==> config.mk <==
export PLATFORM = sky130hd
export DESIGN_NAME = ps2_apb_regs
export DESIGN_NICKNAME = d
export VERILOG_FILES = /design/src/rtl/ps2_apb_regs.sv
export VERILOG_INCLUDE_DIRS = /design/src /design/src/include
export SDC_FILE = /design/constraint.sdc
export NUM_CORES = 1
export LEC_CHECK = 0
export BUFFER_PORTS_ARGS = -buffer_cell sky130_fd_sc_hd__buf_4
export CORE_MARGIN = 2
export CORE_UTILIZATION = 22
export CTS_CLUSTER_DIAMETER = 150
export CTS_CLUSTER_SIZE = 25
export DETAILED_ROUTE_END_ITERATION = 6
export GPL_TIMING_DRIVEN = 0
export HOLD_SLACK_MARGIN = 0.12
export PLACE_DENSITY = 0.78
export SKIP_CTS_REPAIR_TIMING = 1
export SLEW_MARGIN = 40
export SYNTH_ARGS = -nofsm -noshare
export SYNTH_HDL_FRONTEND = slang
export SYNTH_SLANG_ARGS = --single-unit
==> constraint.sdc <==
create_clock -name clk -period 1 [get_ports clk]
set_input_delay 0.15 -clock clk [delete_from_list [all_inputs] [get_ports clk]]
set_output_delay 0.15 -clock clk [all_outputs]
set_load 0.005 [all_outputs]
==> src/include/ps2_config.svh <==
`ifndef PS2_CONFIG_SVH
`define PS2_CONFIG_SVH

// host request-to-send timing, in system clocks.
`define PS2_INHIBIT_CYCLES 120

`define PS2_CMD_ENABLE 8'hF4 // enable data reporting.
`define PS2_ACK_BYTE   8'hFA

// screen rectangle; the smallest coordinates are zero.
`define MOUSE_X_MAX    9'd409
`define MOUSE_Y_MAX    9'd307
`define MOUSE_X_CENTER 9'd204
`define MOUSE_Y_CENTER 9'd153

`define PS2_REG_STATUS 4'h0
`define PS2_REG_POS_X  4'h4
`define PS2_REG_POS_Y  4'h8
`define PS2_REG_CTRL   4'hC

`endif

==> src/rtl/ps2_apb_regs.sv <==
`timescale 1ns/1ns
`default_nettype none

`include "ps2_config.svh"

module ps2_apb_regs (
  input  logic        clk,
  input  logic        rst,
  input  logic        psel,
  input  logic        penable,
  input  logic        pwrite,
  input  logic [3:0]  paddr,
  input  logic [31:0] pwdata,
  output logic [31:0] prdata,
  output logic        pslverr,
  input  logic [2:0]  buttons,
  input  logic [8:0]  pos_x,
  input  logic [8:0]  pos_y,
  input  logic        enabled,
  input  logic        byte_err,
  output logic        recentre
);

  logic        access;
  logic        bad;
  logic        wr_ctrl;
  logic        err_clear;
  logic        err_sticky;
  logic [31:0] rd_word;

  assign access = psel & penable;

  // ***********************************************************************
  // register map. STATUS and the positions are read-only, CTRL is write-only.
  always_comb begin
    rd_word = 32'd0;
    bad     = 1'b0;
    case (paddr)
      `PS2_REG_STATUS: begin
        rd_word = {27'd0, err_sticky, enabled, buttons};
        bad     = pwrite;
      end
      `PS2_REG_POS_X: begin
        rd_word = {23'd0, pos_x};
        bad     = pwrite;
      end
      `PS2_REG_POS_Y: begin
        rd_word = {23'd0, pos_y};
        bad     = pwrite;
      end
      `PS2_REG_CTRL: bad = ~pwrite;
      default: bad = 1'b1;
    endcase
  end

  assign pslverr   = access & bad;
  assign prdata    = (access && !bad && !pwrite) ? rd_word : 32'd0;
  assign wr_ctrl   = access & pwrite & (paddr == `PS2_REG_CTRL);
  assign recentre  = wr_ctrl & pwdata[0];
  assign err_clear = wr_ctrl & pwdata[1];

  always_ff @(posedge clk or posedge rst) begin
    if (rst) begin
      err_sticky <= 1'b0;
    end else if (byte_err) begin
      err_sticky <= 1'b1;              // a new error beats a clear.
    end else if (err_clear) begin
      err_sticky <= 1'b0;
    end
  end

endmodule

`default_nettype wire

==> flow_summary.ini <==
[sta]
final_min_period_over_clock_period_pct = 124
worst_clock_skew_ns = 0
setup_viol_count_final = 11
final_critical_path_setup_slack_ns = -0.237
max_clock_freq_mhz = 808
grt_setup_unrepaired = true
setup_tns_ns = -1.84
fin_worst_hold_slack_ns = 0.344
hold_viol = 0
drv_slew = 0
post-route-min-period_ns = 1.24

[global_route]
grt_max_degree = 10
grt_first_pass_wirelength_mm = 1.81
global_route.usage.total_pct = 10.4
first_global_vias = 440
grt_antenna_before_repair = 0
grt_overflow = 0

[synth]
synth_area_per_cell_um2 = 7.13
post_synth_fa_ha_maj_area_fraction_pct = 0
yosys_warnings = 0
count_of_mapped_cells_out_of_synthesis = 60
mappedNetlistArea_um2 = 428
netlist_top_cells_area = buf_4 40%, a222oi_1 12%, nor2_1 9.6%
netlist.area_leader.share_pct = 40.4
largest_family_of_logic_cells_by_synthesized_area = buffers and inverters
post_synth_and_or_nand_nor_area_fraction_pct = 24.9
yosys.area.top_type = buf_4
ys_types = 18
seq_area_frac_synth_pct = 5.85
synth-seq-cells = 1
post_synth_mux_area_share_pct = 0
synth_compound_gate_area_share_pct = 22.5
synth-xor-area-share_pct = 0

[critical_path]
endpoint_kind = output port
timing.critical_path.slowest_cell_delay_ns = 0.36
critPathRequiredTime_ns = 0.85
crit_path_cell_trace = buf_8 > nor2b_4 > buf_6 > a222oi_1 > nor2_1 > buf_4
cp_slowest_cell = a222oi_1
critical_path_peak_fanout = 6
arrival_ns = 1.09
timing.setup.critical_path_class = in2out
kind_of_start_point_of_the_critical_path = input port

[die]
dieArea_um2 = 2310
die_y_um = 48.1
start_util_pct = 24.0
die_width_um = 48.1
row_count = 15
num_ports = 98
fp.coreArea_um2 = 1780

[detailed_routing]
drt_first_pass_iters = 4
detail_route.vias_per_cell = 3.96
route.detailed.drc = 0
number_of_nets_with_antenna_violations_after_routing = 0
num_vias = 602
drt-initial-drc-count = 16
wire_per_inst_um = 9.64
routed_wirelength_mm = 1.47

[worst_hold_path]
hold_class = in2reg

[layout]
largest_register_ff_count = 1
syn_to_final_growth_pct = 115
nFillCells = 176
multiInputGateArea_um2 = 317
final_nets = 193
largest_registers = err_sticky: 1 flops
layout.core_utilization_pct = 51.6
antenna_cells_inserted = 0
registers.top_by_ff_count = err_sticky
final_layout_size_suffix_gt1_share_pct = 57.5
layout.area.seq_um2 = 25.0

[power_and_ir_drop]
internal_power_mw = 0.223
power.switching_mw = 0.0995
sequentialPowerShare_pct = 12.8
total_power_mw = 0.323
power.density_nw_per_um2 = 351
power_leakage_nw = 0.522
power.share.combinational_pct = 87.2
swShare_pct = 30.8
vdd_drop_max_mv = 0.215
fraction_of_power_consumed_by_the_clock_network_pct = 0

[outcome]
status = finished, violations left
violated_checks = setup timing

[clocking]
clk_pin_slew_ns = 0
worstSkewPairLatency_ns = 0

[place]
hpwl_mm = 1.30
port_buffers = 44
globalplace.congestion = 0.663

[flow_run]
max_cap_viol_count = 0
==> critical path, delay by kind of cell <==
family,cells,cell delay (ns)
buf+inv,3,0.37
simple gates,2,0.21
compound gates,1,0.36
==> final timing paths <==
path / start / to / slack (ns) / cells after the start
setup / recovery: paddr[2] / prdata[1] / -0.24 / 6
hold / removal: pwdata[1] / err_sticky$_DFFE_PP0P_ / 0.34 / 2
hold reg to reg: err_sticky$_DFFE_PP0P_ / err_sticky$_DFFE_PP0P_ / 0.55 / 2
setup reg to reg: err_sticky$_DFFE_PP0P_ / err_sticky$_DFFE_PP0P_ / 0.37 / 2
max in group asynchronous: rst / err_sticky$_DFFE_PP0P_ / 0.35 / 3
min in group asynchronous: rst / err_sticky$_DFFE_PP0P_ / 0.57 / 3
==> layer usage <==
metal / vias to the layer above / global-route usage [%] / share of wire, %
met5: - / 0 / 0
met4: 0 / 0 / 0
met3: 0 / 0.741 / 16
met2: 49 / 20.3 / 49
met1: 250 / 13.2 / 35
li1: 303 / - / -
==> cell families after synthesis <==
family	count (synthesis)
buf+inv	27
other cells	1
compound gates	12
flops	1
simple gates	19
==> power groups by stage <==
stage / Clock, mW / Sequential, mW / Combinational (mW)
4_1_cts: 0 / 0.0415 / 0.259
5_1_grt: 0 / 0.0415 / 0.311
3_3_place_gp: 0 / 0.0415 / 0.254
3_5_place_dp: 0 / 0.0415 / 0.258
2_1_floorplan: 0 / 0.0414 / 0.135
6_report: 0 / 0.0415 / 0.281
==> synth_stat cells <==
master / count
nor2_1: 11
nor2b_1: 2
clkbuf_2: 1
dfrtp_1: 1
a21oi_1: 1
buf_4: 23
buf_6: 1
conb_1: 1
and2_1: 1
a222oi_1: 5
nand4_2: 1
a31oi_1: 1
nor4_2: 1
a22oi_1: 4
inv_1: 2
and4_1: 1
and3_1: 2
o21ai_0: 1
==> cell usage in the layout (no fill, tap or decap), types with 2 or more instances in the layout <==
master	netlist	routed
a22oi_1	4	4
conb_1	1	23
nor2_1	11	11
a222oi_1	5	5
and3_1	2	2
inv_1	2	2
buf_4	23	67
==> final cells by class <==
class	count	share of cell area, %
buffer	24	20.0
inverter	2	0.816
multi-input combinational	54	34.4
sequential	1	2.72
tap	25	3.40
timing repair buffer	46	38.6
==> per-stage QoR <==
stage                     cells  setup WS (ns)  cell area, µm²
after floorplan              82         0.0440             510
after global placement      151         -0.336             872
after detailed placement    151         -0.367             872
after CTS                   151         -0.367             872
after global routing        152         -0.298             920
final                       152         -0.237             920
Power figures use the tool's default switching activity.
