**src/include/ps2_config.svh**
```systemverilog
`ifndef PS2_CONFIG_SVH
`define PS2_CONFIG_SVH

// host request-to-send timing, in system clocks.
`define PS2_INHIBIT_CYCLES 120

`define PS2_CMD_ENABLE 8'hF4 // enable data reporting.
`define PS2_ACK_BYTE   8'hFA

// screen rectangle; the smallest coordinates are zero.
`define MOUSE_X_MAX    9'd409
`define MOUSE_Y_MAX    9'd307
`define MOUSE_X_CENTER 9'd204
`define MOUSE_Y_CENTER 9'd153

`define PS2_REG_STATUS 4'h0
`define PS2_REG_POS_X  4'h4
`define PS2_REG_POS_Y  4'h8
`define PS2_REG_CTRL   4'hC

`endif

```
**src/rtl/ps2_byte_if.sv**
```systemverilog
`timescale 1ns/1ns
`default_nettype none

// received bytes from the frame receiver to the packet assembler.
interface ps2_byte_if;

  logic [7:0] data;
  logic       valid;      // one-cycle strobe.
  logic       parity_err;
  logic       frame_err;

  modport source (output data, output valid, output parity_err, output frame_err);

  modport sink (input data, input valid, input parity_err, input frame_err);

endinterface

`default_nettype wire

```
**src/rtl/ps2_rx.sv**
```systemverilog
`timescale 1ns/1ns
`default_nettype none

module ps2_rx (
  input  logic       clk,
  input  logic       rst,
  input  logic       ps2_clk_in,
  input  logic       ps2_data_in,
  input  logic       hold,
  output logic       clk_fall,
  output logic       data_sync,
  ps2_byte_if.source rx
);

  logic [1:0] clk_sync;
  logic [1:0] dat_sync;
  logic       clk_last;
  logic       active;
  logic [3:0] bit_cnt;     // 0 to 7 data, 8 parity, 9 stop.
  logic [7:0] shift;
  logic       parity_bit;
  logic       parity_err_q;
  logic       frame_err_q;
  logic       valid_q;

  // ***********************************************************************
  // line synchronizers and edge detect. Both lines idle high.
  always_ff @(posedge clk or posedge rst) begin
    if (rst) begin
      clk_sync <= 2'b11;
      dat_sync <= 2'b11;
      clk_last <= 1'b1;
    end else begin
      clk_sync <= {clk_sync[0], ps2_clk_in};
      dat_sync <= {dat_sync[0], ps2_data_in};
      clk_last <= clk_sync[1];
    end
  end

  assign clk_fall  = clk_last & ~clk_sync[1];
  assign data_sync = dat_sync[1];

  // ***********************************************************************
  // frame receiver.
  always_ff @(posedge clk or posedge rst) begin
    if (rst) begin
      active  <= 1'b0;
      bit_cnt <= 4'd0;
      valid_q <= 1'b0;
    end else begin
      valid_q <= 1'b0;
      if (hold) begin
        active <= 1'b0;                 // the sender owns the bus.
      end else if (clk_fall) begin
        if (!active) begin
          active  <= ~data_sync;        // a low start bit opens a frame.
          bit_cnt <= 4'd0;
        end else if (bit_cnt == 4'd9) begin
          active  <= 1'b0;
          valid_q <= 1'b1;
        end else begin
          bit_cnt <= bit_cnt + 4'd1;
        end
      end
    end
  end

  always_ff @(posedge clk) begin
    if (active && clk_fall && !hold) begin
      if (bit_cnt < 4'd8) begin
        shift <= {data_sync, shift[7:1]}; // least significant bit arrives first.
      end else if (bit_cnt == 4'd8) begin
        parity_bit <= data_sync;
      end else begin
        parity_err_q <= ~(^{parity_bit, shift});
        frame_err_q  <= ~data_sync;
      end
    end
  end

  assign rx.data       = shift;
  assign rx.valid      = valid_q;
  assign rx.parity_err = parity_err_q;
  assign rx.frame_err  = frame_err_q;

endmodule

`default_nettype wire

```
**src/flat_wrapper.sv**
```systemverilog
// flat-port wrapper written by rule: the top's interface ports become plain ports
module ps2_rx_flat 
  (clk, rst, ps2_clk_in, ps2_data_in, hold, clk_fall, data_sync, rx_data, rx_valid, rx_parity_err, rx_frame_err);
  ps2_byte_if rx_i ();
  input  logic clk;
  input  logic rst;
  input  logic ps2_clk_in;
  input  logic ps2_data_in;
  input  logic hold;
  output logic clk_fall;
  output logic data_sync;
  output wire logic [$bits(rx_i.data)-1:0] rx_data;
  output wire logic [$bits(rx_i.valid)-1:0] rx_valid;
  output wire logic [$bits(rx_i.parity_err)-1:0] rx_parity_err;
  output wire logic [$bits(rx_i.frame_err)-1:0] rx_frame_err;
  assign rx_data = rx_i.data;
  assign rx_valid = rx_i.valid;
  assign rx_parity_err = rx_i.parity_err;
  assign rx_frame_err = rx_i.frame_err;
  ps2_rx u_core (.clk(clk), .rst(rst), .ps2_clk_in(ps2_clk_in), .ps2_data_in(ps2_data_in), .hold(hold), .clk_fall(clk_fall), .data_sync(data_sync), .rx(rx_i));
endmodule
```
**config.mk**
```make
export PLATFORM = sky130hd
export DESIGN_NAME = ps2_rx_flat
export DESIGN_NICKNAME = d
export VERILOG_FILES = /design/src/include/ps2_config.svh /design/src/rtl/ps2_byte_if.sv /design/src/rtl/ps2_rx.sv /design/src/flat_wrapper.sv
export SDC_FILE = /design/constraint.sdc
export NUM_CORES = 1
export LEC_CHECK = 0
export BUFFER_PORTS_ARGS = -buffer_cell sky130_fd_sc_hd__buf_2
export CAP_MARGIN = 20
export CORE_ASPECT_RATIO = 1.25
export CORE_MARGIN = 2
export CORE_UTILIZATION = 56
export DETAILED_ROUTE_END_ITERATION = 10
export HOLD_SLACK_MARGIN = 0.08
export PLACE_DENSITY = 0.89
export SLEW_MARGIN = 30
export SYNTH_ARGS = -nofsm -noshare
export SYNTH_HDL_FRONTEND = slang
export SYNTH_SLANG_ARGS = --single-unit
```
**constraint.sdc**
```tcl
create_clock -name clk -period 2.95 [get_ports clk]
set_input_delay 0.1475 -clock clk [delete_from_list [all_inputs] [get_ports clk]]
set_output_delay 0.1475 -clock clk [all_outputs]
set_load 0.005 [all_outputs]
```
==> run_results.csv <==
group,metric,value,unit
sta,fin_skew,0.00348,ns
routing,detail_route.first_pass.iterations,4,
power_and_ir_drop,total_leakage_power,0.480,nW
synth,syn_area_per_cell,13.9,um2
cts,numCtsBuffers,3,
cts,clock_insertion_delay_worst_skew,0.30,ns
routing,detail-route-antenna-nets,0,
synth,post_synth_inst_count,68,
placement,gp_congestion,0.809,
sta,tns,0,ns
cells_and_area,antennaDiodeCount,0,
global_route,global_route_wire_length_before_repair,2420,um
cts,clock_tree.htree_level_count,1,
global_route,grt_start_max_net_pins,14,
cells_and_area,design_area,1140,um2
routing,routed_via_density,5.38,
placement,port-buffer-count,17,
synth,synth_sequential_area_ratio,64.9,%
cts,post_cts_setup_repair_bufs,0,
routing,dr_total_vias,592,
cells_and_area,fraction_of_layout_cells_with_a_size_suffix_above_1,32.6,%
setup_path,timing.critical_path.cells,"inv_2 -> or3_1 -> nor2_1",
synth,predominant_post_synthesis_flop_cell,"edfxtp_1",
sta,slew_violations,0,
synth,synth_most_common_cell,"edfxtp_1",
floorplanning,core,1580,um2
floorplanning,die_x,40.7,um
setup_path,cp-start-kind,"flip-flop",
cts,cts-hold-fix-buffers,4,
synth,yosys_warnings,0,
worst_hold_path,kind_of_path_behind_the_tightest_hold_check,"flip-flop to flip-flop",
global_route,global_route.overflow_total,0,
cts,clkSlewWorstSetupHoldPaths,0.11,ns
sta,timing.final.ws_setup,1.17,ns
setup_path,crit_arrival,1.74,ns
placement,place_worst_setup_slack,1.17,ns
power_and_ir_drop,max-vdd-ir-drop,398,uV
routing,avgRoutedWirePerCell,13.8,um
synth,synth-edff-count,11,
sta,finalSetupViolCount,0,
floorplanning,ios,18,
routing,drt_iter0_markers,3,
routing,route.detailed.drc,0,
synth,synth_largest_type_area_fraction,35.0,%
global_route,grt_antenna_before_repair,0,
setup_path,maximum_fanout_encountered_on_the_critical_timing_path,8,
synth,synthArstFlopShare,50.0,%
setup_path,timing.critical_path.slowest_cell_delay,0.47,ns
placement,hpwl,1130,um
sta,fin_crit_sh,60.4,%
synth,postSynthNetCount,76,
synth,synth_cell_count_leaders,"edfxtp_1, dfrtp_1, inv_1",
sta,worst_slew_pin_tran,0.586,ns
setup_path,critPathCaptureType,"flip-flop",
sta,rsz0062_at_grt,"no",
floorplanning,std_cell_rows,16,
routing,route.final.wire_length,1510,um
cts,cts.repair.resized,0,
cells_and_area,syn_to_final_growth,20.7,%
placement,placedInstanceArea,1050,um2
cts,cts_root_buf,"clkbuf_4",
floorplanning,die-height,49.9,um
cells_and_area,nNetsFinal,101,
sta,finalCriticalPeriod,1.78,ns
flow_run,maxCapViolations,0,
setup_path,crit_path_top_delay_cell,"dfrtp_1",
cts,tritoncts,"done",
synth,synthDominantAreaCellType,"edfxtp_1",
floorplanning,starting_density_of_the_core,59.7,%
outcome,status,"finished clean",
power_and_ir_drop,cellPowerDensity,520,nW/um2
setup_path,cp_num_buf_inv,1,
cts,clock_sink_total,22,
global_route,grt_use_total,18.4,%
synth,netlist-cell-type-count,30,
setup_path,setup.worst_path.class,"flip-flop to flip-flop",
synth,postSynthRegisterBits,22,
synth,synth_top_cells_by_area,"edfxtp_1, dfrtp_1, dfstp_2, ha_1, xnor2_1",
global_route,via_count_of_the_first_global_routing_pass,557,
sta,max_slew_margin,60.8,%
synth,syn-cell-area,943,um2
floorplanning,die_area,2030,um2
sta,endpoints_failing_hold,0,
sta,fmaxAchievable,561,MHz
setup_path,cpLargestDelayFamily,"simple AND/OR/NAND/NOR gates",
setup_path,worst-endpoint-required,2.90,ns
cts,ctsLongestPathBuffers,2,
## report_power, final
| group | leakage (nW) | internal, mW | switching (mW) |
|---|---|---|---|
| Clock | 0.0279 | 0.137 | 0.0854 |
| Combinational | 0.218 | 0.0150 | 0.0156 |
| Sequential | 0.235 | 0.331 | 0.00783 |
| Total | 0.480 | 0.483 | 0.109 |
## flip-flops by register name, indices dropped and copies added, names as in the netlist
signal	count
u_core.rx.data	8
u_core.bit_cnt	4
u_core.rx.parity_err	1
u_core.clk_sync	2
u_core.parity_bit	1
u_core.active	1
u_core.rx.frame_err	1
u_core.rx.valid	1
u_core.dat_sync	2
u_core.clk_last	1
## through the flow
step | instances | hold slack (ns) | power (mW) | util, %
CTS | 110 | 0.366 | 0.597 | 72.0
global route | 110 | 0.368 | 0.611 | 72.0
floorplan | 68 | -0.00364 | 0.360 | -
detailed placement | 102 | 0.156 | 0.371 | 66.1
finish | 110 | 0.364 | 0.592 | 72.0
global placement | 102 | 0.149 | 0.370 | 66.1
## cell type report
cell class | count | area [um2]
clock buffer | 3 | 22.5
clock inverter | 1 | 30.0
fill | 110 | 443
inverter | 7 | 26.3
multi-input combinational | 38 | 300
sequential | 22 | 612
tap | 18 | 22.5
timing repair buffer | 21 | 125
## logic make-up (layout without fill, tap and decap cells)
group	Yosys count	after routing	share of synthesized area, %
xor+xnor	7	7	7.96
simple gates	18	18	12.1
compound gates	10	10	7.83
fa+ha+maj	3	3	3.98
buf+inv	8	32	3.31
flops	22	22	64.9
## metal layers
layer	wire (um)	vias up	GRT usage, %
li1	-	290	-
met1	651	281	22.1
met4	40	0	11.7
met2	752	17	29.1
met5	0	-	0
met3	69	4	2.70
## placed cells by master, fill, tap and decap left out, types with 2 or more instances in the layout
| master | synthesis | final |
|---|---|---|
| buf_2 | 1 | 17 |
| edfxtp_1 | 11 | 11 |
| inv_1 | 6 | 6 |
| dfrtp_1 | 6 | 6 |
| dfstp_2 | 5 | 5 |
| nand2_1 | 4 | 4 |
| xnor2_1 | 4 | 4 |
| dlygate4sd3_1 | 0 | 4 |
| ha_1 | 3 | 3 |
| clkbuf_4 | 0 | 3 |
| nand3_1 | 2 | 2 |
| o21ai_0 | 2 | 2 |
| a21oi_1 | 2 | 2 |
| or3_1 | 2 | 2 |
| nor2_1 | 2 | 2 |
| xor2_1 | 2 | 2 |
## path summary, 6_finish.rpt
path	start	endpoint	slack, ns	depth (start not counted)
max in group asynchronous	rst	u_core.clk_last	2.26	3
setup reg to reg	u_core.active	u_core.rx.data[6]	1.17	3
setup / recovery	u_core.active	u_core.rx.data[6]	1.17	3
hold reg to reg	u_core.clk_sync[0]	u_core.clk_sync[1]	0.36	0
min in group asynchronous	rst	u_core.bit_cnt[1]	0.37	3
hold / removal	u_core.clk_sync[0]	u_core.clk_sync[1]	0.36	0
Power figures use the tool's default switching activity.
