### config.mk
export PLATFORM = sky130hd
export DESIGN_NAME = ps2_tx
export DESIGN_NICKNAME = d
export VERILOG_FILES = /design/src/rtl/ps2_tx.sv
export VERILOG_INCLUDE_DIRS = /design/src /design/src/include
export SDC_FILE = /design/constraint.sdc
export NUM_CORES = 1
export LEC_CHECK = 0
export BUFFER_PORTS_ARGS = -buffer_cell sky130_fd_sc_hd__clkbuf_2
export CAP_MARGIN = 20
export CORE_MARGIN = 2
export CORE_UTILIZATION = 30
export CTS_BUF_LIST = sky130_fd_sc_hd__clkbuf_4 sky130_fd_sc_hd__clkbuf_8
export DETAILED_ROUTE_END_ITERATION = 10
export PLACE_DENSITY_LB_ADDON = 0.12
export SLEW_MARGIN = 40
export SYNTH_ARGS = -nofsm -noshare
export SYNTH_HDL_FRONTEND = slang
export SYNTH_SLANG_ARGS = --single-unit
### constraint.sdc
create_clock -name clk -period 1.7 [get_ports clk]
set_clock_uncertainty 0.1 [all_clocks]
set_input_delay 0.17 -clock clk [delete_from_list [all_inputs] [get_ports clk]]
set_output_delay 0.17 -clock clk [all_outputs]
set_load 0.01 [all_outputs]
### src/include/ps2_config.svh
`ifndef PS2_CONFIG_SVH
`define PS2_CONFIG_SVH

// host request-to-send timing, in system clocks.
`define PS2_INHIBIT_CYCLES 120

`define PS2_CMD_ENABLE 8'hF4 // enable data reporting.
`define PS2_ACK_BYTE   8'hFA

// screen rectangle; the smallest coordinates are zero.
`define MOUSE_X_MAX    9'd409
`define MOUSE_Y_MAX    9'd307
`define MOUSE_X_CENTER 9'd204
`define MOUSE_Y_CENTER 9'd153

`define PS2_REG_STATUS 4'h0
`define PS2_REG_POS_X  4'h4
`define PS2_REG_POS_Y  4'h8
`define PS2_REG_CTRL   4'hC

`endif

### src/rtl/ps2_tx.sv
`timescale 1ns/1ns
`default_nettype none

`include "ps2_config.svh"

module ps2_tx (
  input  logic clk,
  input  logic rst,
  input  logic clk_fall,
  input  logic data_sync,
  output logic clk_drive_low,
  output logic data_drive_low,
  output logic busy
);

  localparam int CNT_W = $clog2(`PS2_INHIBIT_CYCLES);

  localparam logic [2:0] S_INIT    = 3'd0;
  localparam logic [2:0] S_INHIBIT = 3'd1;
  localparam logic [2:0] S_START   = 3'd2;
  localparam logic [2:0] S_DATA    = 3'd3;
  localparam logic [2:0] S_STOP    = 3'd4;
  localparam logic [2:0] S_DONE    = 3'd5;

  // eight data bits and odd parity, sent from bit 0 upward.
  localparam logic [8:0] FRAME = {~(^`PS2_CMD_ENABLE), `PS2_CMD_ENABLE};

  logic [2:0]       state;
  logic [CNT_W-1:0] count;
  logic [3:0]       bit_cnt;

  always_ff @(posedge clk or posedge rst) begin
    if (rst) begin
      state   <= S_INIT;
      count   <= '0;
      bit_cnt <= 4'd0;
    end else begin
      case (state)
        S_INIT: begin
          state <= S_INHIBIT;
          count <= CNT_W'(`PS2_INHIBIT_CYCLES - 1);
        end
        S_INHIBIT: begin
          if (count == '0) begin
            state <= S_START;
          end else begin
            count <= count - 1'b1;
          end
        end
        S_START: begin
          if (clk_fall) begin
            state   <= S_DATA;
            bit_cnt <= 4'd0;
          end
        end
        S_DATA: begin
          if (clk_fall) begin
            if (bit_cnt == 4'd8) begin
              state <= S_STOP;            // parity was the last bit driven.
            end else begin
              bit_cnt <= bit_cnt + 4'd1;
            end
          end
        end
        S_STOP: begin
          // the device acknowledges by holding data low on this edge.
          if (clk_fall && !data_sync) begin
            state <= S_DONE;
          end
        end
        default: begin
          state <= S_DONE;
        end
      endcase
    end
  end

  assign clk_drive_low  = (state == S_INHIBIT);
  assign data_drive_low = (state == S_START) || ((state == S_DATA) && !FRAME[bit_cnt]);
  assign busy           = (state != S_DONE);

endmodule

`default_nettype wire

==> metrics.txt, run 1 <==
status=complete, no violations; die width=approximately 60 um; cell area after layout=between 1000 and 1500 sq um; crit path launch type=flip-flop; Hold/Removal Path Class=input pin to flip-flop; largest net degree at the start of global routing=17; RSZ-0062 raised after global routing=yes; final hold vios=0; CTS Buffer Depth=2; post-synth design cell area=950 sq um; GRT overflow=0; IO Pins=7; First DRT Iteration DRCs=12; synthesized area per cell=9.13 sq um; Worst-path clk slew=approximately 90 ps; Leakage=around 0.56 nW; Yosys cell types=36; die span in y=60.3 um; CTS sink cnt=14; Reg area=350 sq um; Slew Limit Headroom=0.613; share of cells above drive strength 1=0.352; routed vias=roughly 800; Rows=20; Hold EP=bit_cnt[2]; Root Buffer Master=clkbuf_4; Final setup viols=0; register-to-register setup slack=roughly 35 ps; Non-Filler Instances=approximately 170; worst slew pin tran=slightly below 600 ps; total power=around 1.5 mW; r2r worst-path depth=4; CTS tree=done; area of the multi-input gates=558 sq um; Detailed Routing Iterations Pass 1=4; FF+latch count, synth=14; RD Place Congestion=~0.74; port buffer count=6; Core ar.=around 3000 sq um; Req. time, crit path=between 1500 and 2000 ps; share of the synthesized area in the top cell type=0.369; Crit. End Element=flip-flop; start point of the worst hold path=clk_fall; nets@finish=~140; CP max FO=3; crit path time final=between 1500 and 2000 ps; remaining antenna violation count=0; CP Class=flip-flop to flip-flop; Worst R2R End=count[5]; Crit path arrival time=roughly 1800 ps; first-pass GRT wire length=3490 um; antenna violations before repair=0; H-tree Lvls=1; FF-to-FF Start=count[3]; # diodes=0; Final Cycle Share=0.979; routed vias/inst=between 4 and 5; Power Density=approximately 1200 nW/um^2; hold path depth=3; dpl hpwl=1580 um; Synth Instances=about 100; sequential area share after synthesis=0.369; All-Layer GR Usage=0.133; die area=between 3000 and 4000 sq um; wire length per cell=roughly 12 um; dpl cell area=1140 sq um; Area contributors post-synth=dfrtp_1, ha_1, nand2_1; max cap viols=0; fin. max-slew vios=0; CTS buffer count=3; fmax=~0.6 GHz; peak supply drop=0.542 mV; vias in the first global route=between 700 and 800; syn_nets=between 100 and 150; area leader, netlist=dfrtp_1; Hold WS=between 100 and 150 ps; Synth warnings=0; Initial Util=0.314; Final TNS setup=0 ps; # DRC=0; DP Cell Count=between 150 and 200; Skew-Pair Late Insertion Delay=280 ps; fillers=approximately 320; Layout area overhead=28.2%; DRT Wirelength=~2100 um
-- cell families after synthesis --
kind of cell	after synthesis	synth area share
buffers and inverters	16	0.0777
multiplexers	5	0.0540
adder cells (fa/ha/maj)	5	0.0659
flip-flops	14	0.369
AND/OR/NAND/NOR	41	0.240
XOR/XNOR	1	0.00922
AO/OA/AOI/OAI	22	0.184
-- registers in the layout, summed over array words and instances, names as in the netlist --
name,flops
count,7
bit_cnt,4
state,3
-- worst max-delay path by stage --
stage	slack (ps)	startpoint	to	depth (start not counted)
2_1_floorplan	20	count[0]	count[4]	7
3_3_place_gp	20	bit_cnt[0]	state[0]	5
3_5_place_dp	7	count[0]	count[5]	7
4_1_cts	0.6	count[0]	count[5]	7
5_1_grt	-30	count[3]	count[5]	4
6_report	30	count[3]	count[5]	4
-- layer usage --
layer / GRT usage / vias up / share of wire
met1: 0.179 / 376 / 0.52
met4: 0.0571 / 0 / 0.014
met2: 0.210 / 13 / 0.43
met5: 0 / - / 0
met3: 0.0195 / 4 / 0.033
li1: - / 411 / -
-- placed cells by master (no fill, tap or decap), types with 2 or more instances in the layout --
cell type	instances
nand2b_1	2
nor3b_2	2
nor2_1	8
clkbuf_4	3
clkbuf_2	5
or3_1	2
mux2i_1	4
ha_1	3
a22o_1	3
a21oi_1	3
buf_4	19
o31ai_1	3
o21ai_0	4
nand3_1	5
ha_2	2
inv_1	9
nand3b_1	2
nand2_1	11
dfrtp_1	14
-- Yosys cell counts, drive strengths merged --
cell type / number
a21o: 1
and2b: 1
a2111oi: 1
inv: 10
a21oi: 3
nand2: 11
clkbuf: 1
a22oi: 1
and2: 2
xor2: 1
mux2i: 4
nor3b: 2
o311ai: 1
nand2b: 2
a22o: 3
a311oi: 1
o31ai: 3
nand3: 5
buf: 5
o21ai: 5
ha: 5
or3: 4
a31o: 1
a31oi: 1
nor2: 9
o211ai: 1
mux2: 1
nand3b: 2
nor2b: 1
nor4: 2
dfrtp: 14
-- what timing repair did --
item,CTS,global route
setup endpoints to repair,1,8
setup buffers,0,1
hold buffers,1,0
pin swaps,1,3
gates resized for setup,3,8
endpoints found under the hold margin,14,0
-- per-stage QoR --
stage | utilization | worst slack (ps)
4_1_cts | 0.391 | 0.557
3_3_place_gp | 0.378 | 16.6
2_1_floorplan | - | 19.6
3_5_place_dp | 0.378 | 6.50
5_1_grt | 0.402 | -29.7
6_report | 0.402 | 35.0
-- worst max-delay path, stage by stage (launching register included) --
cell	delay (ps)
dfrtp_1	430
or3_4	420
a2111oi_4	340
mux2i_1	220
nor2_1	50
-- final cells by class --
class,count,area share
inverter,10,0.0308
clock buffer,3,0.0185
timing repair buffer,27,0.159
tap,44,0.0452
multi-input combinational,74,0.458
sequential,14,0.288
-- power by group --
part	internal (mW)	switching, mW	total (mW)
registers	0.434	0.108	0.543
logic	0.381	0.378	0.759
clock network	0.0822	0.114	0.196
total	0.898	0.600	1.50
Note: power is estimated with default switching activity, not from simulation.
==> inputs of run 2 (changes only) <==
ABC_AREA = 1   (was unset)
CORE_ASPECT_RATIO = 1.25   (was unset)
CORE_UTILIZATION = 40   (was 30)
==> run 2 against run 1 <==
Effect of this change: core utilization rose by 7.1 points; critical path depth up 2; clock-buffer cell count grew 1; critical endpoint is now data_drive_low; largest power group is now sequential cells.
==> metrics.txt, run 2 <==
Crit. End Element=primary output; Sequential Power Share=0.564 (+0.202); wire length per cell=11.0 um (-9.6%); DRT Wirelength=1880 um (-10%); vias in the first global route=768 (-2.4%); fmax=0.613 GHz (+2.0%); Initial Util=0.411 (+0.0969); crit path launch type=flip-flop; GRT overflow=0 (unchanged); GR Util met3=0.0183 (-0.00119); top-count cell post-synth=nand2_1; Commonest cells post-synth=nand2_1, nand3_1, inv_1; routed vias/inst=4.88 (+4.5%); Area contributors post-synth=dfrtp_1, nand3_1, nand2_1; Worst-path clk slew=90 ps (about the same); Rows=20 (unchanged); Hold/Removal Path Class=input pin to flip-flop; max reg flops=7 (unchanged); Top reg by flops=count; Final TNS setup=0 ps (unchanged); Power Density=525 nW/um^2 (-57%); status=complete, no violations; EDFF count, synth=0 (unchanged); RD Place Congestion=0.890 (+20%); Comb power frac=0.025 (-0.482); First DRT Iteration DRCs=26 (+14); CTS Buffer Depth=2 (unchanged); largest net degree at the start of global routing=15 (-2); share of the synthesized area in the top cell type=0.359 (-0.00993); commonest non-fill, non-tap cell in the layout=nand2_1; total power=0.590 mW (-61%); die area=2850 sq um (-21%); Detailed Routing Iterations Pass 1=4 (unchanged); max cap viols=0 (unchanged); die span in y=59.2 um (-1.7%); first-pass GRT wire length=3180 um (-8.9%); # DRC=0 (unchanged); Root Buffer Master=clkbuf_4; nets@finish=148 (+6.5%); Hold WS=87.9 ps (-38.3 ps); Skew-Pair Late Insertion Delay=280 ps (about the same); Synth warnings=0 (unchanged); port buffer count=6 (unchanged); slowest stage delay, CP=410 ps (-20 ps); CP max FO=7 (+4); Main synth FF type=dfrtp_1; Final setup viols=0 (unchanged); share of cells above drive strength 1=0.239 (-0.112); Layout Utilization=0.473 (+0.0706); CP Class=flip-flop to primary output; Synth Instances=123 (+18%); Yosys cell types=23 (-36%); sequential area share after synthesis=0.359 (-0.00993); asr flop ratio synth=1.00 (unchanged); Non-Filler Instances=171 (-0.58%); CTS buffer count=3 (unchanged); IO Pins=7 (unchanged); CP Cell Sequence=inv_2 -> nand2_2 -> nor2_4 -> o21ai_0 -> nand2_1 -> clkbuf_2; Slew Limit Headroom=0.624 (+0.0112); DP Cell Count=163 (-2.4%); final hold vios=0 (unchanged); fin. max-slew vios=0 (unchanged); antenna violations before repair=0 (unchanged); fillers=253 (-20%); Layout area overhead=15.1%; sw power=0.122 mW (-80%); # diodes=0 (unchanged); routed vias=835 (+3.9%); start point of the worst hold path=clk_fall; met2 Use GR=0.265 (+0.0554); worst slew pin tran=563 ps (-16.7 ps); CTS sink cnt=14 (unchanged); Clock power frac=0.411 (+0.280); Leakage=0.614 nW (+10%); dpl cell area=1050 sq um (-7.8%); met1 Resource Use GR=0.188 (+0.00832); FF-to-FF Start=count[1]; Req. time, crit path=1430 ps (-350 ps); CTS tree=done; Net Sw Frac=0.208 (-0.193); register-to-register setup slack=180 ps (+150 ps); slowest cell on the critical path=dfrtp_1; H-tree Lvls=1 (unchanged); Core ar.=2380 sq um (-21%); area leader, netlist=dfrtp_1; top flop regs=count (7), bit_cnt (4), state (3); remaining antenna violation count=0 (unchanged); worst setup path start=state[2]; crit path time final=1630 ps (-33.0 ps); peak supply drop=0.332 mV (-39%); syn_nets=132 (+17%); Resized cells post-CTS=0 (-3); dpl hpwl=1410 um (-11%); FF+latch count, synth=14 (unchanged); post-synth design cell area=976 sq um (+2.8%); min setup slack post-route=67.9 ps (+33.0 ps); Final Cycle Share=0.960 (-0.0194); die width=48.2 um (-20%); worst slack at placement=203 ps (+197 ps); most frequent cells in the layout=nand2_1, nand3_1, inv_1; internal power=0.468 mW (-48%); Crit path arrival time=1360 ps (-390 ps); cell area after layout=1120 sq um (-7.7%); synthesized area per cell=7.93 sq um (-13%); busiest grt layer=met2; All-Layer GR Usage=0.158 (+0.0254)
==> run 2: changes by cell type in the layout (fill, tap and decap cells not counted), moves of 5 or more <==
| cell | delta |
|---|---|
| nand2_1 | +18 |
| nand3_1 | +17 |
| inv_1 | +6 |
| nand4_1 | +5 |
| buf_4 | -15 |
==> run 2: final timing paths <==
check	cells past startpoint	endpoint
worst max-delay path	6	data_drive_low
worst min-delay path	3	bit_cnt[0]
worst max register to register	9	count[1]
worst min register to register	2	count[0]
max in group asynchronous	3	count[3]
min in group asynchronous	3	bit_cnt[0]
==> run 2: critical path, delay by kind of cell (launching register included) <==
kind	cells	cell delay, ps
AO/OA/AOI/OAI	1	100
buffers and inverters	2	250
AND/OR/NAND/NOR	3	320
flip-flops	1	410
==> run 2: timing repair <==
| item | CTS | global route |
|---|---|---|
| setup endpoints to repair | 0 | 1 |
| hold buffers | 1 | 0 |
| endpoints found under the hold margin | 14 | 0 |
| buffers inserted | 0 | 3 |
==> run 2: final cells by class <==
cell class	instances	area (sq um)	share of cell area
multi-input combinational	90	549	0.489
tap	33	41.3	0.0367
sequential	14	350	0.312
clock buffer	4	36.3	0.0323
inverter	19	76.3	0.0679
timing repair buffer	11	70.1	0.0624
==> run 2: routing by layer <==
| metal | wire length (um) | part of all wire |
|---|---|---|
| met1 | 817 | 0.43 |
| met2 | 990 | 0.53 |
| met3 | 44 | 0.023 |
| met4 | 29 | 0.015 |
| met5 | 0 | 0 |
==> run 2: kinds of logic after synthesis <==
logic type,Yosys count,share of synthesized area
compound gates,5,0.0397
xor+xnor,4,0.0359
fa+ha+maj,5,0.0641
buf+inv,19,0.0782
flops,14,0.359
mux,1,0.0103
simple gates,75,0.413
==> run 2: power groups by stage <==
stage	logic (mW)	registers [mW]	clock network [mW]
6_report	0.0148	0.333	0.243
3_5_place_dp	0.0137	0.339	0
2_1_floorplan	0.00690	0.339	0
3_3_place_gp	0.0136	0.339	0
5_1_grt	0.0176	0.333	0.264
4_1_cts	0.0155	0.333	0.254
