--- src/include/ps2_config.svh ---
`ifndef PS2_CONFIG_SVH
`define PS2_CONFIG_SVH

// host request-to-send timing, in system clocks.
`define PS2_INHIBIT_CYCLES 120

`define PS2_CMD_ENABLE 8'hF4 // enable data reporting.
`define PS2_ACK_BYTE   8'hFA

// screen rectangle; the smallest coordinates are zero.
`define MOUSE_X_MAX    9'd409
`define MOUSE_Y_MAX    9'd307
`define MOUSE_X_CENTER 9'd204
`define MOUSE_Y_CENTER 9'd153

`define PS2_REG_STATUS 4'h0
`define PS2_REG_POS_X  4'h4
`define PS2_REG_POS_Y  4'h8
`define PS2_REG_CTRL   4'hC

`endif

--- src/rtl/ps2_pkg.sv ---
`default_nettype none

package ps2_pkg;

  // first byte of a standard three-byte movement packet.
  typedef struct packed {
    logic y_ovf;
    logic x_ovf;
    logic y_sign;
    logic x_sign;
    logic sync;   // always one in a well-aligned packet.
    logic middle;
    logic right;
    logic left;
  } mouse_status_t;

  // a received byte, seen either as plain data or as a status byte.
  typedef union packed {
    logic [7:0]    raw;
    mouse_status_t status;
  } mouse_byte_u;

  // one decoded packet.
  typedef struct packed {
    logic [2:0]        buttons; // middle, right, left.
    logic signed [8:0] dx;
    logic signed [8:0] dy;      // positive is upward.
  } mouse_move_t;

endpackage

`default_nettype wire

--- src/rtl/ps2_byte_if.sv ---
`timescale 1ns/1ns
`default_nettype none

// received bytes from the frame receiver to the packet assembler.
interface ps2_byte_if;

  logic [7:0] data;
  logic       valid;      // one-cycle strobe.
  logic       parity_err;
  logic       frame_err;

  modport source (output data, output valid, output parity_err, output frame_err);

  modport sink (input data, input valid, input parity_err, input frame_err);

endinterface

`default_nettype wire

--- src/rtl/mouse_packet.sv ---
`timescale 1ns/1ns
`default_nettype none

`include "ps2_config.svh"

module mouse_packet (
  input  logic                clk,
  input  logic                rst,
  ps2_byte_if.sink            rx,
  output logic                move_valid,
  output ps2_pkg::mouse_move_t move,
  output logic                enabled,
  output logic                byte_err
);

  ps2_pkg::mouse_byte_u in_byte;
  ps2_pkg::mouse_byte_u head;    // byte 0 of the packet in progress.
  logic [7:0]           dx_byte;
  logic [1:0]           pos;
  logic                 good;

  assign in_byte.raw = rx.data;
  assign good        = rx.valid & ~rx.parity_err & ~rx.frame_err;

  always_ff @(posedge clk or posedge rst) begin
    if (rst) begin
      pos        <= 2'd0;
      enabled    <= 1'b0;
      byte_err   <= 1'b0;
      move_valid <= 1'b0;
    end else begin
      byte_err   <= rx.valid & ~good;
      move_valid <= 1'b0;
      if (rx.valid && !good) begin
        pos <= 2'd0;                       // a damaged byte restarts the packet.
      end else if (good) begin
        case (pos)
          2'd0: begin
            if (in_byte.raw == `PS2_ACK_BYTE) begin
              enabled <= 1'b1;
            end else if (in_byte.status.sync) begin
              pos <= 2'd1;
            end
          end
          2'd1: pos <= 2'd2;
          default: begin
            pos        <= 2'd0;
            move_valid <= 1'b1;
          end
        endcase
      end
    end
  end

  always_ff @(posedge clk) begin
    if (good && pos == 2'd0) head <= in_byte;
    if (good && pos == 2'd1) dx_byte <= in_byte.raw;
    if (good && pos == 2'd2) begin
      move.buttons <= {head.status.middle, head.status.right, head.status.left};
      move.dx <= head.status.x_ovf ? 9'd0 : {head.status.x_sign, dx_byte};
      move.dy <= head.status.y_ovf ? 9'd0 : {head.status.y_sign, in_byte.raw};
    end
  end

endmodule

`default_nettype wire

--- src/flat_wrapper.sv ---
// flat-port wrapper written by rule: the top's interface ports become plain ports
module mouse_packet_flat 
  (clk, rst, move_valid, move, enabled, byte_err, rx_data, rx_valid, rx_parity_err, rx_frame_err);
  ps2_byte_if rx_i ();
  input  logic clk;
  input  logic rst;
  output logic move_valid;
  output ps2_pkg::mouse_move_t move;
  output logic enabled;
  output logic byte_err;
  input wire logic [$bits(rx_i.data)-1:0] rx_data;
  input wire logic [$bits(rx_i.valid)-1:0] rx_valid;
  input wire logic [$bits(rx_i.parity_err)-1:0] rx_parity_err;
  input wire logic [$bits(rx_i.frame_err)-1:0] rx_frame_err;
  assign rx_i.data = rx_data;
  assign rx_i.valid = rx_valid;
  assign rx_i.parity_err = rx_parity_err;
  assign rx_i.frame_err = rx_frame_err;
  mouse_packet u_core (.clk(clk), .rst(rst), .rx(rx_i), .move_valid(move_valid), .move(move), .enabled(enabled), .byte_err(byte_err));
endmodule
--- config.mk ---
export PLATFORM = sky130hd
export DESIGN_NAME = mouse_packet_flat
export DESIGN_NICKNAME = d
export VERILOG_FILES = /design/src/rtl/ps2_pkg.sv /design/src/rtl/ps2_byte_if.sv /design/src/rtl/mouse_packet.sv /design/src/flat_wrapper.sv
export VERILOG_INCLUDE_DIRS = /design/src /design/src/include
export SDC_FILE = /design/constraint.sdc
export NUM_CORES = 1
export LEC_CHECK = 0
export ABC_AREA = 0
export BUFFER_PORTS_ARGS = -buffer_cell sky130_fd_sc_hd__clkbuf_2
export CAP_MARGIN = 20
export CORE_MARGIN = 2
export CORE_UTILIZATION = 54
export DETAILED_ROUTE_END_ITERATION = 8
export GPL_ROUTABILITY_DRIVEN = 0
export HOLD_SLACK_MARGIN = 0.1
export PLACE_DENSITY = 0.81
export SLEW_MARGIN = 20
export SYNTH_ARGS = -nofsm -noshare
export SYNTH_HDL_FRONTEND = slang
export SYNTH_SLANG_ARGS = --single-unit
--- constraint.sdc ---
create_clock -name clk -period 2.9 [get_ports clk]
set_input_delay 0.29 -clock clk [delete_from_list [all_inputs] [get_ports clk]]
set_output_delay 0.29 -clock clk [all_outputs]
set_load 0.01 [all_outputs]
==> results of run 1 <==
## cells by family (layout without fill, tap and decap cells)
group	after synthesis	in the layout
flip-flops	41	41
AND/OR/NAND/NOR	29	29
AO/OA/AOI/OAI	3	3
buffers and inverters	3	48
## cells in the final DEF (no fill, tap or decap), types with 2 or more instances in the layout
cell type / count
nor2_1: 3
inv_1: 3
clkbuf_4: 5
nor2b_1: 18
edfxtp_1: 36
clkbuf_2: 36
clkbuf_1: 2
dfrtp_1: 5
## layer usage
layer  part of all wire  GRT usage  vias to the layer above
li1                   -          -                      365
met1               0.40      0.195                      358
met2               0.53      0.274                       28
met3              0.057     0.0767                        2
met4             0.0077     0.0732                        0
met5                  0          0                        -
## worst reg2reg max path: stages, from the launching register on
cell	delay, ps
dfrtp_1	440
and3_2	210
and2_1	740
## what timing repair did
item / in CTS / in global routing
setup buffers: 0 / 0
endpoints found under the hold margin: 5 / 0
hold buffers: 1 / 0
## stage by stage
stage          cell area [um^2]  cells  hold slack, ps  worst slack [ps]
2_1_floorplan              1440     76            68.5              1380
3_3_place_gp               1660    142             172              1110
3_5_place_dp               1660    142             179               971
4_1_cts                    1730    151             161              1090
5_1_grt                    1730    151             152              1020
6_report                   1730    151             176              1140
## path summary, 6_finish.rpt
check                      cells past startpoint         endpoint  slack (ps)            from
min in group asynchronous                      3  u_core.byte_err         370             rst
hold reg to reg                                0  u_core.move[18]         430  u_core.head[0]
setup / recovery                               2   u_core.move[5]        1140   u_core.pos[1]
setup reg to reg                               2   u_core.move[5]        1140   u_core.pos[1]
hold / removal                                 1   u_core.head[6]         180      rx_data[6]
max in group asynchronous                      3   u_core.enabled        2360             rst
## layout make-up
cell class,instances,share of cell area
clock buffers,8,0.0341
inverters,3,0.00652
multi-input cells,32,0.129
flip-flops and latches,41,0.699
well taps,30,0.0217
repair buffers,37,0.110
## registers in the layout, indices dropped and copies added (netlist names)
name	flops
u_core.enabled	1
u_core.move	21
u_core.head	7
u_core.pos	2
u_core.dx_byte	8
u_core.byte_err	1
u_core.move_valid	1
## power groups by stage
stage / Clock [W] / Sequential [W] / Combinational, W
5_1_grt: 0.000316 / 0.000652 / 0.0000390
3_5_place_dp: 0 / 0.000664 / 0.0000346
4_1_cts: 0.000290 / 0.000651 / 0.0000355
2_1_floorplan: 0 / 0.000664 / 0.0000143
6_report: 0.000286 / 0.000651 / 0.0000350
3_3_place_gp: 0 / 0.000664 / 0.0000320
==> results.toml, run 1 <==
[clock_tree]
clock_sinks = 41
post_cts_resized = 0
clock-root-buffer = "clkbuf_4"
cts_tree = "done"
clk_pin_slew_worst_paths_ps = 110
cts_buffer_depth = 2
cts_buffers = 5
clk_latency_ps = 330
h-tree-depth = 2

[timing]
worst_pin_slew_ps = 938
setup_viol = 0
slew_viol_final = 0
fin_crit_sh = 0.608
period_needed_ps = 1760
finalSetupTns_ps = 0
fin_skew_ps = 8.83
grt_setup_unrepaired = "no"
hold_violations = 0
relSlewSlack = 0.375
max_freq_mhz = 567

[power]
p_comb_frac = 0.036
vdd_drop_max_v = 0.000482
p_seq_frac = 0.670
power.leakage_nw = 0.686
p_per_area_mw_per_mm2 = 563
p_sw_frac = 0.195
finalPower_w = 0.000972
p_clk_frac = 0.294
p_switching_w = 0.000189
internal_power_w = 0.000783

[floorplan]
die_w_um = 55.6
dieArea_mm2 = 0.00310
die_h_um = 55.6
initial_core_util = 0.576
rows = 18
core-area_mm2 = 0.00250
io_pins = 37

[finish]
regArea_mm2 = 0.00121
num_antenna_cells = 0
multi_input_area_um2 = 223
utilization = 0.691
fillers = 175
drive_gt1_frac = 0.388
area_growth_pct = 19.9
fin_nets = 133

[drt]
viasPerCell = 4.99
vias = 753
drt_iter0_drc = 8
drt_wl_total_um = 2340
drc = 0
drt_first_pass_iters = 4
wl_per_cell_um = 15.5
final_antenna_net_count = 0

[critical_path]
crit_arrival_ps = 1730
required_ps = 2870
worst-path-max-fanout = 21
path_cells = "and3_2 > and2_1"
crit_path_top_delay_cell = "and2_1"
crit_family = "simple AND/OR/NAND/NOR gates"
start_kind = "flop"
endpoint_kind = "flop"
slowest_delay_ps = 740
cp.buffers_inverters = 0
critPathKind = "reg -> reg"

[run]
drv_cap = 0

[synthesis]
yosysTopAreaCell = "edfxtp_1"
synth-edff-count = 36
ys_ff_latch = 41
ys_async_sr_fraction = 0.122
avgSynthCellArea_um2 = 18.9
synth.distinct_cells = 16
seq_area_frac_synth = 0.838
yosysMostFrequentCell = "edfxtp_1"
yosys-top-cells-count = "edfxtp_1 (36), nor2b_1 (18), dfrtp_1 (5), inv_1 (3), nor2_1 (3)"
muxShareOfSynthArea = 0
synth_top_area_frac = 0.751
synth_xor_area_frac = 0
syn_nets = 89
ys_warn_count = 0
synth-compound-area-share = 0.0156
synth-simple-area-share = 0.139
ys.flop_type = "edfxtp_1"
synth_adder_area_share = 0
synth_cells = 76
netlist_area_mm2 = 0.00144
synth_top_family_by_area = "simple AND/OR/NAND/NOR gates"
ys_top_cells_by_area = "edfxtp_1 (75%), dfrtp_1 (8.7%), nor2b_1 (7.8%)"

[min_path]
hold_class = "in -> reg"

[placement]
dp.final_hpwl_um = 1660
io_buffer_count = 36

[outcome]
status = "finished clean"

[global_routing]
grt_pass1_vias = 739
grt_pass1_wl_um = 3710
grt_antenna_before_repair = 0
grt_overflow = 0
track_usage = 0.169
grt_max_degree = 22
No activity file was read; power rests on OpenSTA's default activity.
==> inputs of run 2 (changes only) <==
- ABC_AREA: 0 -> 1
- CORE_UTILIZATION: 54 -> 46
- PLACE_DENSITY: 0.81 -> 0.73
- clock period: 2.9 -> 1.5 ns (I/O delays scaled with it)
==> results.toml, run 2 <==
[global_routing]
grt_overflow = 0
grt_pass1_vias = 843
track_usage = 0.145
grt_pass1_wl_um = 3710
grt_antenna_before_repair = 0
grt_max_degree = 16

[timing]
setup_viol = 0
period_needed_ps = 1370
max_freq_mhz = 728
relSlewSlack = 0.782
hold_violations = 0
finalSetupTns_ps = 0
worst_pin_slew_ps = 327
fin_crit_sh = 0.915
grt_setup_unrepaired = "no"
slew_viol_final = 0
fin_skew_ps = 8.02

[power]
vdd_drop_max_v = 0.000607
power.leakage_nw = 0.897
p_per_area_mw_per_mm2 = 993

[placement]
dp.final_hpwl_um = 1750
place_area_mm2 = 0.00179
io_buffer_count = 36

[clock_tree]
cts_hold_buf = 11
h-tree-depth = 2
clock-root-buffer = "clkbuf_4"
cts_tree = "done"
clock_sinks = 41
cts_buffers = 5
clk_pin_slew_worst_paths_ps = 120
cts_setup_buffers = 0
cts_buffer_depth = 2
clk_latency_ps = 340
post_cts_resized = 0

[critical_path]
r2r_end = "u_core.pos[1]"
critPathKind = "in -> reg"
start_kind = "input port"
worst-r2r-setup-slack_ps = 190
ff2ff_path_depth = 7
worst-path-max-fanout = 15
required_ps = 1540
timing.rr.start = "u_core.pos[0]"
crit_arrival_ps = 1420
endpoint_kind = "flop"

[floorplan]
die_w_um = 61.7
die_h_um = 61.7
core-area_mm2 = 0.00310
io_pins = 37
initial_core_util = 0.494
rows = 20
dieArea_mm2 = 0.00381

[finish]
largest_reg_flops = 21
final_cell_mix = "clkbuf_2 (36), edfxtp_1 (36), inv_1 (29), nor2_1 (21)"
drive_gt1_frac = 0.322
regArea_mm2 = 0.00121
num_antenna_cells = 0
design_area_mm2 = 0.00196
fillers = 261
multi_input_area_um2 = 216
area_growth_pct = 27.9
reg_top3 = "u_core.move (21), u_core.dx_byte (8), u_core.head (7)"
fin_nets = 183
regMostFlops = "u_core.move"

[synthesis]
synth_top_area_frac = 0.706
yosys-top-cells-count = "edfxtp_1 (36), inv_1 (29), nor2_1 (21), nand2_1 (11), dfrtp_1 (5)"
synth_cells = 115
ys_top_cells_by_area = "edfxtp_1 (71%), dfrtp_1 (8.2%), inv_1 (7.1%)"
ys_warn_count = 0
yosysTopAreaCell = "edfxtp_1"
seq_area_frac_synth = 0.788
avgSynthCellArea_um2 = 13.3
netlist_area_mm2 = 0.00153
syn_nets = 128
ys_ff_latch = 41
synth.distinct_cells = 17
yosysMostFrequentCell = "edfxtp_1"
synth-edff-count = 36
ys.flop_type = "edfxtp_1"
ys_async_sr_fraction = 0.122

[run]
drv_cap = 0

[drt]
viasPerCell = 4.40
drc = 0
final_antenna_net_count = 0
wl_per_cell_um = 11.3
drt_first_pass_iters = 4
drt-met1-wl_um = 940
highest-signal-layer = "met4"
drt_iter0_drc = 33
drt_wl_total_um = 2420
dr_wl_met2_um = 1290
wl_met3_um = 178
vias = 946

[min_path]
whs_path_depth = 3
hold_class = "in -> reg"
holdPathEnd = "u_core.pos[0]"
worstHoldStart = "rx_valid"

[outcome]
status = "finished clean"
[run 2: cell types whose count changed after synthesis, sizes merged, moves of 2 or more]
cell,before,now
nor2,3,23
nor3,0,2
inv,3,30
nand2,0,12
clkbuf,0,2
nor2b,18,0
and2,3,0
a21o,2,0
[run 2: power breakdown]
group          internal (W)  total (W)  leakage [nW]  switching, W
combinational     0.0000610   0.000138         0.477     0.0000768
clock              0.000177   0.000523        0.0310      0.000347
sequential          0.00126    0.00128         0.389     0.0000189
[run 2: worst max path at each step]
stage,startpoint,endpoint,slack [ps],depth (start not counted)
6_report,rx_frame_err,u_core.move[2],130,6
5_1_grt,rx_frame_err,u_core.move[2],90,6
4_1_cts,rx_frame_err,u_core.move[2],130,6
3_5_place_dp,u_core.pos[0],u_core.pos[1],220,7
3_3_place_gp,u_core.pos[0],u_core.pos[0],280,6
2_1_floorplan,u_core.pos[1],u_core.move[0],40,2
[run 2: cell type report]
cell class,count,share of cell area
multi-input combinational,42,0.111
timing repair buffer,50,0.160
clock buffer,5,0.0192
tap,44,0.0281
inverter,30,0.0575
clock inverter,3,0.00895
sequential,41,0.616
[run 2: through the flow]
step	util	power (W)	worst slack, ps	hold slack (ps)	std cells
3_5_place_dp	0.578	0.00142	224	42.1	196
6_report	0.631	0.00194	127	127	215
5_1_grt	0.631	0.00203	91.5	122	215
4_1_cts	0.631	0.00197	134	114	215
3_3_place_gp	0.578	0.00142	284	26.9	196
2_1_floorplan	-	0.00138	39.9	-71.5	115
[run 2: layer usage]
layer / vias up / global-route usage
li1: 476 / -
met1: 434 / 0.162
met2: 34 / 0.233
met3: 2 / 0.0621
met4: 0 / 0.0821
met5: - / 0
[run 2: worst max-delay path: stages]
cell           delay, ps
dlygate4sd3_1        530
clkbuf_2             110
inv_1                 90
nand3b_4             130
nor3_4               160
buf_4                250
[run 2: cells by family (layout without fill, tap and decap cells)]
logic type | count (synthesis) | count (layout) | share of synthesized area
compound gates | 1 | 1 | 0.00326
flops | 41 | 41 | 0.788
simple gates | 41 | 41 | 0.131
buf+inv | 32 | 88 | 0.0784
